`src/hw/exu_params.svh`:
```
`ifndef EXU_PARAMS_SVH
`define EXU_PARAMS_SVH

// Data and address width
`define EXU_XLEN 32

// Byte lanes per data word
`define EXU_STRB_W (`EXU_XLEN / 8)

// Register file index
`define EXU_REG_ADDR_W 5

// CSR address space
`define EXU_CSR_ADDR_W 12

// Bus response code
`define EXU_RESP_W 2

`endif
```
`src/hw/exu_pkg.sv`:
```
`default_nettype none

`include "exu_params.svh"

package exu_pkg;

  typedef enum logic [1:0] {
    INST_ALU   = 2'd0,
    INST_LOAD  = 2'd1,
    INST_STORE = 2'd2,
    INST_CSR   = 2'd3
  } inst_type_e;

  // Link gives pc + 4
  typedef enum logic [3:0] {
    ALU_ADD, ALU_SUB, ALU_SLL, ALU_SLT, ALU_SLTU, ALU_XOR, ALU_SRL,
    ALU_SRA, ALU_OR, ALU_AND, ALU_LUI, ALU_AUIPC, ALU_LINK
  } alu_op_e;

  typedef enum logic [2:0] {
    LSU_LB, LSU_LH, LSU_LW, LSU_LBU, LSU_LHU, LSU_SB, LSU_SH, LSU_SW
  } lsu_op_e;

  typedef enum logic [2:0] {
    CSR_RW, CSR_RS, CSR_RC, CSR_RWI, CSR_RSI, CSR_RCI
  } csr_op_e;

  typedef struct packed {
    inst_type_e                  inst_type;
    alu_op_e                     alu_op;
    lsu_op_e                     lsu_op;
    csr_op_e                     csr_op;
    logic                        wsel;
    logic                        wena;
    logic [`EXU_REG_ADDR_W-1:0]  waddr;
    logic                        csr_wena;
    logic [`EXU_CSR_ADDR_W-1:0]  csr_waddr;
    logic [`EXU_XLEN-1:0]        pc;
    logic [`EXU_XLEN-1:0]        inst;
    logic [`EXU_XLEN-1:0]        imm;
    logic [`EXU_XLEN-1:0]        rdata1;
    logic [`EXU_XLEN-1:0]        rdata2;
    logic [`EXU_XLEN-1:0]        csr_rdata;
  } exu_in_t;

  // wsel picks mem_result for the register write
  typedef struct packed {
    logic [`EXU_XLEN-1:0]        pc;
    logic [`EXU_XLEN-1:0]        inst;
    logic                        wsel;
    logic                        wena;
    logic [`EXU_REG_ADDR_W-1:0]  waddr;
    logic [`EXU_XLEN-1:0]        alu_result;
    logic [`EXU_XLEN-1:0]        mem_result;
  } exu_wb_t;

  typedef struct packed {
    csr_op_e                     csr_op;
    logic                        csr_wena;
    logic [`EXU_CSR_ADDR_W-1:0]  csr_waddr;
    logic [`EXU_XLEN-1:0]        csr_wdata;
  } exu_csr_wb_t;

  typedef struct packed {
    logic [`EXU_XLEN-1:0]        addr;
  } axi_aw_t;

  typedef struct packed {
    logic [`EXU_XLEN-1:0]        data;
    logic [`EXU_STRB_W-1:0]      strb;
  } axi_w_t;

  typedef struct packed {
    logic [`EXU_XLEN-1:0]        addr;
  } axi_ar_t;

endpackage

`default_nettype wire

```
`src/hw/execute.sv`:
```
`timescale 1ns/1ns
`default_nettype none

`include "exu_params.svh"

module execute (
  input  wire                   clock,
  input  wire                   rst_n_i,

  input  wire                   in_valid_i,
  output logic                  in_ready_o,
  input  exu_pkg::exu_in_t      in_i,

  output logic                  out_valid_o,
  input  wire                   out_ready_i,
  output exu_pkg::exu_wb_t      wb_o,
  output exu_pkg::exu_csr_wb_t  csr_o,

  // AXI4-Lite write
  output logic                  awvalid_o,
  input  wire                   awready_i,
  output exu_pkg::axi_aw_t      aw_o,
  output logic                  wvalid_o,
  input  wire                   wready_i,
  output exu_pkg::axi_w_t       w_o,
  input  wire                   bvalid_i,
  output logic                  bready_o,
  input  wire [`EXU_RESP_W-1:0] bresp_i,

  // AXI4-Lite read
  output logic                  arvalid_o,
  input  wire                   arready_i,
  output exu_pkg::axi_ar_t      ar_o,
  input  wire                   rvalid_i,
  output logic                  rready_o,
  input  wire [`EXU_XLEN-1:0]   rdata_i,
  input  wire [`EXU_RESP_W-1:0] rresp_i
);

  logic                 capture;
  logic                 rdata_we;
  exu_pkg::exu_in_t     ex_q;
  logic [`EXU_XLEN-1:0] alu_result;
  logic [`EXU_XLEN-1:0] csr_wdata;
  logic [`EXU_XLEN-1:0] mem_result;

  execute_controller controller (
    .clock       (clock),
    .rst_n_i     (rst_n_i),
    .in_valid_i  (in_valid_i),
    .in_ready_o  (in_ready_o),
    .inst_type_i (in_i.inst_type),
    .out_valid_o (out_valid_o),
    .out_ready_i (out_ready_i),
    .capture_o   (capture),
    .rdata_we_o  (rdata_we),
    .awready_i   (awready_i),
    .awvalid_o   (awvalid_o),
    .wready_i    (wready_i),
    .wvalid_o    (wvalid_o),
    .bvalid_i    (bvalid_i),
    .bready_o    (bready_o),
    .arready_i   (arready_i),
    .arvalid_o   (arvalid_o),
    .rvalid_i    (rvalid_i),
    .rready_o    (rready_o)
  );

  execute_reg reg0 (
    .clock     (clock),
    .rst_n_i   (rst_n_i),
    .capture_i (capture),
    .in_i      (in_i),
    .q_o       (ex_q)
  );

  fu fu0 (
    .in_i         (ex_q),
    .alu_result_o (alu_result),
    .csr_wdata_o  (csr_wdata)
  );

  lsu lsu0 (
    .clock        (clock),
    .rst_n_i      (rst_n_i),
    .rdata_we_i   (rdata_we),
    .in_i         (ex_q),
    .rdata_i      (rdata_i),
    .aw_o         (aw_o),
    .w_o          (w_o),
    .ar_o         (ar_o),
    .mem_result_o (mem_result)
  );

  assign wb_o.pc         = ex_q.pc;
  assign wb_o.inst       = ex_q.inst;
  assign wb_o.wsel       = ex_q.wsel;
  assign wb_o.wena       = ex_q.wena;
  assign wb_o.waddr      = ex_q.waddr;
  assign wb_o.alu_result = alu_result;
  assign wb_o.mem_result = mem_result;

  assign csr_o.csr_op    = ex_q.csr_op;
  assign csr_o.csr_wena  = ex_q.csr_wena;
  assign csr_o.csr_waddr = ex_q.csr_waddr;
  assign csr_o.csr_wdata = csr_wdata;

endmodule

`default_nettype wire

```
`src/hw/lsu.sv`:
```
`timescale 1ns/1ns
`default_nettype none

`include "exu_params.svh"

module lsu (
  input  wire                  clock,
  input  wire                  rst_n_i,

  input  wire                  rdata_we_i,
  input  exu_pkg::exu_in_t     in_i,
  input  wire [`EXU_XLEN-1:0]  rdata_i,

  output exu_pkg::axi_aw_t     aw_o,
  output exu_pkg::axi_w_t      w_o,
  output exu_pkg::axi_ar_t     ar_o,
  output logic [`EXU_XLEN-1:0] mem_result_o
);

  logic [`EXU_XLEN-1:0]   addr;
  logic [`EXU_XLEN-1:0]   word_addr;
  logic [1:0]             offset;
  logic [4:0]             lane_shift;
  logic [`EXU_XLEN-1:0]   rdata_q;
  logic [`EXU_XLEN-1:0]   ld_word;
  logic [`EXU_STRB_W-1:0] strb;

  assign addr       = in_i.rdata1 + in_i.imm;
  assign offset     = addr[1:0];
  assign lane_shift = {offset, 3'b000};
  assign word_addr  = {addr[`EXU_XLEN-1:2], 2'b00};

  assign aw_o.addr = word_addr;
  assign ar_o.addr = word_addr;

  // Store data moves into the addressed lanes
  always_comb begin
    case (in_i.lsu_op)
      exu_pkg::LSU_SB: strb = 4'b0001 << offset;
      exu_pkg::LSU_SH: strb = 4'b0011 << offset;
      default:         strb = 4'b1111;
    endcase
  end

  assign w_o.data = in_i.rdata2 << lane_shift;
  assign w_o.strb = strb;

  always_ff @(posedge clock or negedge rst_n_i) begin
    if (!rst_n_i) begin
      rdata_q <= '0;
    end else if (rdata_we_i) begin
      rdata_q <= rdata_i;
    end
  end

  // Addressed byte or halfword lands in bit 0
  assign ld_word = rdata_q >> lane_shift;

  always_comb begin
    case (in_i.lsu_op)
      exu_pkg::LSU_LB:  mem_result_o = {{(`EXU_XLEN-8){ld_word[7]}}, ld_word[7:0]};
      exu_pkg::LSU_LH:  mem_result_o = {{(`EXU_XLEN-16){ld_word[15]}}, ld_word[15:0]};
      exu_pkg::LSU_LBU: mem_result_o = {{(`EXU_XLEN-8){1'b0}}, ld_word[7:0]};
      exu_pkg::LSU_LHU: mem_result_o = {{(`EXU_XLEN-16){1'b0}}, ld_word[15:0]};
      default:          mem_result_o = rdata_q;
    endcase
  end

endmodule

`default_nettype wire

```
`src/hw/fu.sv`:
```
`timescale 1ns/1ns
`default_nettype none

`include "exu_params.svh"

module fu (
  input  exu_pkg::exu_in_t     in_i,

  output logic [`EXU_XLEN-1:0] alu_result_o,
  output logic [`EXU_XLEN-1:0] csr_wdata_o
);

  localparam logic [`EXU_XLEN-1:0] PC_STEP = 4;

  logic                 use_imm;
  logic                 csr_imm_form;
  logic [`EXU_XLEN-1:0] op_a;
  logic [`EXU_XLEN-1:0] op_b;
  logic [4:0]           shamt;
  logic [`EXU_XLEN-1:0] alu_res;
  logic [`EXU_XLEN-1:0] csr_src;

  // OP-IMM has opcode bit 5 clear, OP has it set
  assign use_imm = ~in_i.inst[5];
  assign op_a    = in_i.rdata1;
  assign op_b    = use_imm ? in_i.imm : in_i.rdata2;
  assign shamt   = op_b[4:0];

  always_comb begin
    case (in_i.alu_op)
      exu_pkg::ALU_ADD:   alu_res = op_a + op_b;
      exu_pkg::ALU_SUB:   alu_res = op_a - op_b;
      exu_pkg::ALU_SLL:   alu_res = op_a << shamt;
      exu_pkg::ALU_SLT:   alu_res = {{(`EXU_XLEN-1){1'b0}}, $signed(op_a) < $signed(op_b)};
      exu_pkg::ALU_SLTU:  alu_res = {{(`EXU_XLEN-1){1'b0}}, op_a < op_b};
      exu_pkg::ALU_XOR:   alu_res = op_a ^ op_b;
      exu_pkg::ALU_SRL:   alu_res = op_a >> shamt;
      exu_pkg::ALU_SRA:   alu_res = $unsigned($signed(op_a) >>> shamt);
      exu_pkg::ALU_OR:    alu_res = op_a | op_b;
      exu_pkg::ALU_AND:   alu_res = op_a & op_b;
      exu_pkg::ALU_LUI:   alu_res = in_i.imm;
      exu_pkg::ALU_AUIPC: alu_res = in_i.pc + in_i.imm;
      exu_pkg::ALU_LINK:  alu_res = in_i.pc + PC_STEP;
      default:            alu_res = '0;
    endcase
  end

  // Immediate forms take a 5 bit zero-extended source
  assign csr_imm_form = (in_i.csr_op == exu_pkg::CSR_RWI) |
                        (in_i.csr_op == exu_pkg::CSR_RSI) |
                        (in_i.csr_op == exu_pkg::CSR_RCI);
  assign csr_src = csr_imm_form ? {{(`EXU_XLEN-5){1'b0}}, in_i.imm[4:0]} : in_i.rdata1;

  always_comb begin
    case (in_i.csr_op)
      exu_pkg::CSR_RW, exu_pkg::CSR_RWI: csr_wdata_o = csr_src;
      exu_pkg::CSR_RS, exu_pkg::CSR_RSI: csr_wdata_o = in_i.csr_rdata | csr_src;
      exu_pkg::CSR_RC, exu_pkg::CSR_RCI: csr_wdata_o = in_i.csr_rdata & ~csr_src;
      default:                           csr_wdata_o = in_i.csr_rdata;
    endcase
  end

  // CSR instructions return the old CSR value to rd
  assign alu_result_o = (in_i.inst_type == exu_pkg::INST_CSR) ? in_i.csr_rdata : alu_res;

endmodule

`default_nettype wire

```
`src/hw/execute_reg.sv`:
```
`timescale 1ns/1ns
`default_nettype none

module execute_reg (
  input  wire              clock,
  input  wire              rst_n_i,

  input  wire              capture_i,
  input  exu_pkg::exu_in_t in_i,

  output exu_pkg::exu_in_t q_o
);

  exu_pkg::exu_in_t data_q;

  // Cleared bundle has both write enables low
  always_ff @(posedge clock or negedge rst_n_i) begin
    if (!rst_n_i) begin
      data_q <= '0;
    end else if (capture_i) begin
      data_q <= in_i;
    end
  end

  assign q_o = data_q;

endmodule

`default_nettype wire

```
`src/hw/execute_controller.sv`:
```
`timescale 1ns/1ns
`default_nettype none

module execute_controller (
  input  wire                 clock,
  input  wire                 rst_n_i,

  input  wire                 in_valid_i,
  output logic                in_ready_o,
  input  exu_pkg::inst_type_e inst_type_i,

  output logic                out_valid_o,
  input  wire                 out_ready_i,

  output logic                capture_o,
  output logic                rdata_we_o,

  input  wire                 awready_i,
  output logic                awvalid_o,
  input  wire                 wready_i,
  output logic                wvalid_o,
  input  wire                 bvalid_i,
  output logic                bready_o,
  input  wire                 arready_i,
  output logic                arvalid_o,
  input  wire                 rvalid_i,
  output logic                rready_o
);

  typedef enum logic [2:0] {
    S_IDLE, S_DONE, S_LD_ADDR, S_LD_DATA, S_ST_REQ, S_ST_RESP
  } state_e;

  state_e state_q, state_d;
  logic   aw_done_q, aw_done_d;
  logic   w_done_q, w_done_d;
  logic   aw_ok, w_ok;

  // Accept while idle or while the result leaves this cycle
  assign in_ready_o  = (state_q == S_IDLE) | ((state_q == S_DONE) & out_ready_i);
  assign capture_o   = in_valid_i & in_ready_o;
  assign out_valid_o = (state_q == S_DONE);

  assign arvalid_o  = (state_q == S_LD_ADDR);
  assign rready_o   = (state_q == S_LD_DATA);
  assign rdata_we_o = rready_o & rvalid_i;

  // AW and W complete independently
  assign awvalid_o = (state_q == S_ST_REQ) & ~aw_done_q;
  assign wvalid_o  = (state_q == S_ST_REQ) & ~w_done_q;
  assign aw_ok     = aw_done_q | (awvalid_o & awready_i);
  assign w_ok      = w_done_q | (wvalid_o & wready_i);
  assign bready_o  = (state_q == S_ST_RESP);

  always_comb begin
    state_d   = state_q;
    aw_done_d = 1'b0;
    w_done_d  = 1'b0;
    case (state_q)
      S_IDLE, S_DONE: begin
        if (capture_o) begin
          case (inst_type_i)
            exu_pkg::INST_LOAD:  state_d = S_LD_ADDR;
            exu_pkg::INST_STORE: state_d = S_ST_REQ;
            default:             state_d = S_DONE;
          endcase
        end else if ((state_q == S_DONE) && out_ready_i) begin
          state_d = S_IDLE;
        end
      end
      S_LD_ADDR: begin
        if (arready_i) begin
          state_d = S_LD_DATA;
        end
      end
      S_LD_DATA: begin
        if (rvalid_i) begin
          state_d = S_DONE;
        end
      end
      S_ST_REQ: begin
        if (aw_ok && w_ok) begin
          state_d = S_ST_RESP;
        end else begin
          aw_done_d = aw_ok;
          w_done_d  = w_ok;
        end
      end
      S_ST_RESP: begin
        if (bvalid_i) begin
          state_d = S_DONE;
        end
      end
      default: state_d = S_IDLE;
    endcase
  end

  always_ff @(posedge clock or negedge rst_n_i) begin
    if (!rst_n_i) begin
      state_q   <= S_IDLE;
      aw_done_q <= 1'b0;
      w_done_q  <= 1'b0;
    end else begin
      state_q   <= state_d;
      aw_done_q <= aw_done_d;
      w_done_q  <= w_done_d;
    end
  end

endmodule

`default_nettype wire

```
`config.mk`:
```
export PLATFORM = sky130hd
export DESIGN_NAME = execute
export DESIGN_NICKNAME = d
export VERILOG_FILES = /design/src/hw/exu_pkg.sv /design/src/hw/execute.sv /design/src/hw/lsu.sv /design/src/hw/fu.sv /design/src/hw/execute_reg.sv /design/src/hw/execute_controller.sv
export VERILOG_INCLUDE_DIRS = /design/src /design/src/hw
export SDC_FILE = /design/constraint.sdc
export NUM_CORES = 1
export LEC_CHECK = 0
export BUFFER_PORTS_ARGS = -buffer_cell sky130_fd_sc_hd__buf_2
export CORE_MARGIN = 2
export CORE_UTILIZATION = 47
export CTS_CLUSTER_SIZE = 20
export DETAILED_ROUTE_END_ITERATION = 7
export PLACE_DENSITY = 0.79
export SLEW_MARGIN = 20
export SYNTH_ARGS = -nofsm -noshare
export SYNTH_HDL_FRONTEND = slang
export SYNTH_SLANG_ARGS = --single-unit
```
`constraint.sdc`:
```
create_clock -name clock -period 8.75 [get_ports clock]
set_input_delay 1.75 -clock clock [delete_from_list [all_inputs] [get_ports clock]]
set_output_delay 1.75 -clock clock [all_outputs]
set_load 0.1 [all_outputs]
```
# --- Word level (Yosys, flattened, before mapping) ---
# Cells that the tools add are included.
op_classes:
  eq_ne: 35
  n_reduce_logical: 11
  bitwise: 20
  shifts: 7
  order_cmp: 2
  div_mod_pow: 0
  n_mux: 19
  mul: 0
  n_addsub: 5
ops:
  columns: ["op", "count"]
  rows:
  - ["32-bit one-hot mux with 13 select lines", 1]
  - ["32-bit one-hot mux with 4 select lines", 1]
  - ["32-bit adder", 3]
  - ["32-bit two-way mux", 3]
  - ["32-bit one-hot mux with 3 select lines", 1]
  - ["32-bit AND", 2]
  - ["32-bit < comparator", 2]
  - ["32-bit OR", 2]
  - ["32-bit by 5-bit << shifter with 32-bit output", 2]
  - ["32-bit by 3-bit adder with 32-bit output (second input constant)", 1]
  - ["32-bit inverter", 1]
  - ["32-bit by 5-bit right shift with 16-bit output", 1]
  - ["32-bit by 5-bit right shift with 32-bit output", 1]
  - ["32-bit by 5-bit >>> shifter with 32-bit output", 1]
  - ["32-bit subtractor", 1]
  - ["32-bit XOR", 1]
  - ["3-bit == test (second input constant)", 7]
  - ["4-bit == test (second input constant)", 5]
  - ["3-bit two-way mux", 6]
  - ["4-bit by 3-bit == test with 1-bit output (second input constant)", 4]
  - ["3-bit by 2-bit == test with 1-bit output (second input constant)", 5]
  - ["3-bit one-hot mux with 5 select lines", 1]
  - ["3-bit by 1-bit == test with 1-bit output (second input constant)", 3]
  - ["3-bit zero test", 3]
  - ["19 further kinds", 41]
totals:
  ff_bits: 261
  mem_bits_ro: 0
  n_memories: 0
  ramBits: 0
  out_inout_bits: 290
  latch_bits: 0
  input_bits: 269

# --- Longest topological paths before layout ---
logic_depth:
  word_depth: 7
  depth_mapped: 19

# --- Modules after synthesis ---
# From an unflattened synthesis, not the netlist that was laid out.
hier_totals:
  cells_unflattened: 3202
  area_unflattened_um2: 27440.1
by_module_without_submodules:
  columns: ["mod", "seq_area_each_um2", "n_inst", "area_per_inst_um2", "cells_per_inst"]
  rows:
  - ["fu", 0.0, 1, 13496.7, 2108]
  - ["execute_reg", 5605.4, 1, 8972.4, 473]
  - ["lsu", 800.8, 1, 4549.4, 570]
  - ["execute_controller", 125.1, 1, 421.7, 51]

# --- Worst setup path before layout ---
# OpenSTA, ideal clock, no wires.
synth_path:
  path_kind: "register to output"
  start: "register reg0.data_q (netlist bit reg0.q_o[98])"
  end: "output port wb_o[58] in the netlist's numbering"
  n_path_buf: 6
  required_ns: 7.000
  t_arrival_ns: 6.338
  path_slack_ns: 0.662
  stages_incl_launch_ff: 19
  cell_sequence: "dfrtp_1 buf_6 mux2i_4 buf_2 clkbuf_1 buf_1 buf_2 ha_1 buf_2 or2b_2 a2111oi_0 or4b_1 a21oi_2 a21oi_2 a221o_2 a21bo_1 mux2i_1 a221oi_1 o21ai_0"
synth_rtl:
  columns: ["element", "line_no", "source"]
  rows:
  - ["from (decl)", "execute_reg.sv:14", "exu_pkg::exu_in_t data_q;"]
  - ["from (signal assigned)", "execute_reg.sv:21", "data_q <= in_i;"]
  - ["to (decl)", "execute.sv:16", "output exu_pkg::exu_wb_t wb_o,"]

==> flow_summary.ini <==
[clocking]
numCtsBuffers = 30
cts_tree = built
clock_sink_count = 261
cts_setup_buffers = 0
hold_buffers = 0
clk_latency_ps = 630
clk_pin_slew_ps = 60
clockBufferDepth = 3
ctsRootBufferMaster = clkbuf_16
cts_max_level = 1
post_cts_resized = 0

[timing]
grt_setup_unrepaired = no
tightest_slew_ps = 1076
slew-limit-headroom = 0.2760
min_period_over_period = 0.9328
fin_crit_ps = 8162
skew_ps = 47.65
fmax_ghz = 0.1225
holdWs_ps = 469.4
setup_viol = 0
hold_viol = 0
slew_violations = 0
finalSetupTns_ps = 0

[floorplan]
die_w_um = 244.5
row_count = 88
io_pins = 559
die_area_sq_um = 59760
core_area_sq_um = 57480
die-height_um = 244.5
start_util = 0.4728

[routing]
ant_nets = 0
vias_per_cell = 6.396
dr.pass1.iters = 7
drt_iter0_drc = 3803
vias = 30210
wire_per_inst_um = 27.18
drc = 0
wl_um = 128400

[synthesis]
post_synth_fa_ha_maj_area_fraction = 0.08076
syn_avg_cell_area_sq_um = 7.425
synthTopCellsByArea = dfrtp_1, nand2_1, ha_1
syn_area_sq_um = 27180
ys.flop_type = dfrtp_1
synth_edf_count = 0
yosysWarnings = 0
synth.largest_area_cell = dfrtp_1
synth-xor-area-share = 0.03126
netlist_top_cells_count = nand2_1, o21ai_0, dfrtp_1
async_reset_ff_frac = 1.000
synthCells = 3660
ys_types = 96
synth_top_area_share = 0.2403
synth-simple-area-share = 0.2166
synth_top_family_by_area = compound AO/OA/AOI/OAI gates
ys_ff_latch = 261
synth_mux_area_frac = 0.09134
yosysMostFrequentCell = nand2_1
seq_area_frac_synth = 0.2403
synth_compound_area_frac = 0.2473

[critical_path]
reg2regPathDepth = 6
r2r_slack_ps = 5440
r2r_end = reg0.q_o[221]
critPathLaunchType = flop
arrival_ps = 6410
crit_path_max_fanout = 14
endpoint_kind = output pin
cp.required_ps = 7000
path_class = flop to output pin
rr_startpoint = controller.state_q[0]

[finish]
fin_nets = 4370
area_growth_syn_to_layout_pct = 11.84
drive_gt1_frac = 0.2012
n_fill_cell = 5682
stdcell_count = 4723

[global_routing]
gr-total-overflow = 0
met3_usage = 0.09888
grt_max_degree = 141
grt-busiest-layer = met2
use_met2 = 0.6291
use_met1 = 0.5279
grt_pass1_wl_um = 185700
grt_pass1_vias = 27930
antenna_found_initial = 16
track_usage = 0.4126

[placement]
numPortBuffers = 550
hpwl_um = 97730
placed_cells = 4661
routabilityCongestion = 1.045

[min_path]
whs_path_depth = 2
whs_endpoint = reg0.q_o[204]
min_from = reg0.q_o[204]
hp-class = flop to flop

[job]
timing.max_cap.violations = 0

[run_status]
status = finished, final reports clean
## cells in the final DEF, fill, tap and decap left out, types with 43 or more instances in the layout
cell        n
ha_1      168
a211oi_1   48
o211ai_1   45
dfrtp_1   260
nor3_1     51
mux2i_1   123
a22oi_1    75
xnor2_1    65
nor2_1    213
nand2_1   900
nand3_1    52
mux2_2     43
buf_2     549
a31oi_1    47
inv_1     107
buf_4      60
a21oi_1   220
a21o_1     52
o21ai_0   287
## cell type report
| cell class | count | area, sq um | area share |
|---|---|---|---|
| Inverter | 114 | 432.9 | 0.01424 |
| Multi-Input combinational cell | 2910 | 18220 | 0.5993 |
| Clock inverter | 18 | 166.4 | 0.005475 |
| Clock buffer | 38 | 840.8 | 0.02766 |
| Antenna cell | 6 | 15.01 | 0.0004940 |
| Sequential cell | 261 | 6533 | 0.2149 |
| Timing Repair Buffer | 611 | 3233 | 0.1064 |
| Tap cell | 765 | 957.2 | 0.03149 |
## worst max-delay path by stage
stage                     to  depth (start not counted)  slack [ps]     startpoint
finish              wb_o[53]                         13         590  reg0.q_o[133]
CTS                 wb_o[53]                         13         850  reg0.q_o[133]
global route        wb_o[53]                         14         340  reg0.q_o[133]
detailed placement  wb_o[53]                         14        1560  reg0.q_o[133]
global placement    wb_o[53]                         13        1580  reg0.q_o[133]
floorplan           wb_o[58]                         18         660   reg0.q_o[98]
## cells by family (layout without fill, tap and decap cells)
family	count (synthesis)	in the layout
simple gates	1398	1398
compound gates	1037	1037
buf+inv	492	781
flops	261	261
mux	201	201
fa+ha+maj	173	173
xor+xnor	97	97
other cells	1	10
## worst max-delay path, cell delays in order (launching register included)
cell and delay [ps]:
dfrtp_2 630, buf_4 350, mux2i_2 310, ha_1 390
o311ai_0 560, o21ai_0 310, a211oi_1 640, nor3b_1 170
o31ai_1 550, a21boi_0 520, o211ai_1 330, a21oi_1 110
o21ai_0 390, buf_2 510
## state kept, by name (all words and copies together), names as in the netlist
register	flops
controller.aw_done_q	1
lsu0.rdata_q	32
controller.state_q	3
reg0.q_o	224
controller.w_done_q	1
## layer usage
layer / part of all wire / up-vias
met1: 0.38 / 14270
met4: 0.073 / 12
met3: 0.11 / 489
li1: - / 13370
met5: 0.00064 / -
met2: 0.43 / 2070
## per-stage QoR
step                      cell area (sq um)  utilization  worst slack, ps
after floorplan                       27190            -            661.6
after CTS                             30380       0.5285            848.4
after global routing                  30390       0.5287            338.1
after global placement                29360       0.5109             1578
final                                 30390       0.5288            587.9
after detailed placement              29370       0.5110             1563
Power is left out: the tool's default activity adds up to more than one toggle a clock period on the data nets, which glitch-free logic cannot reach.
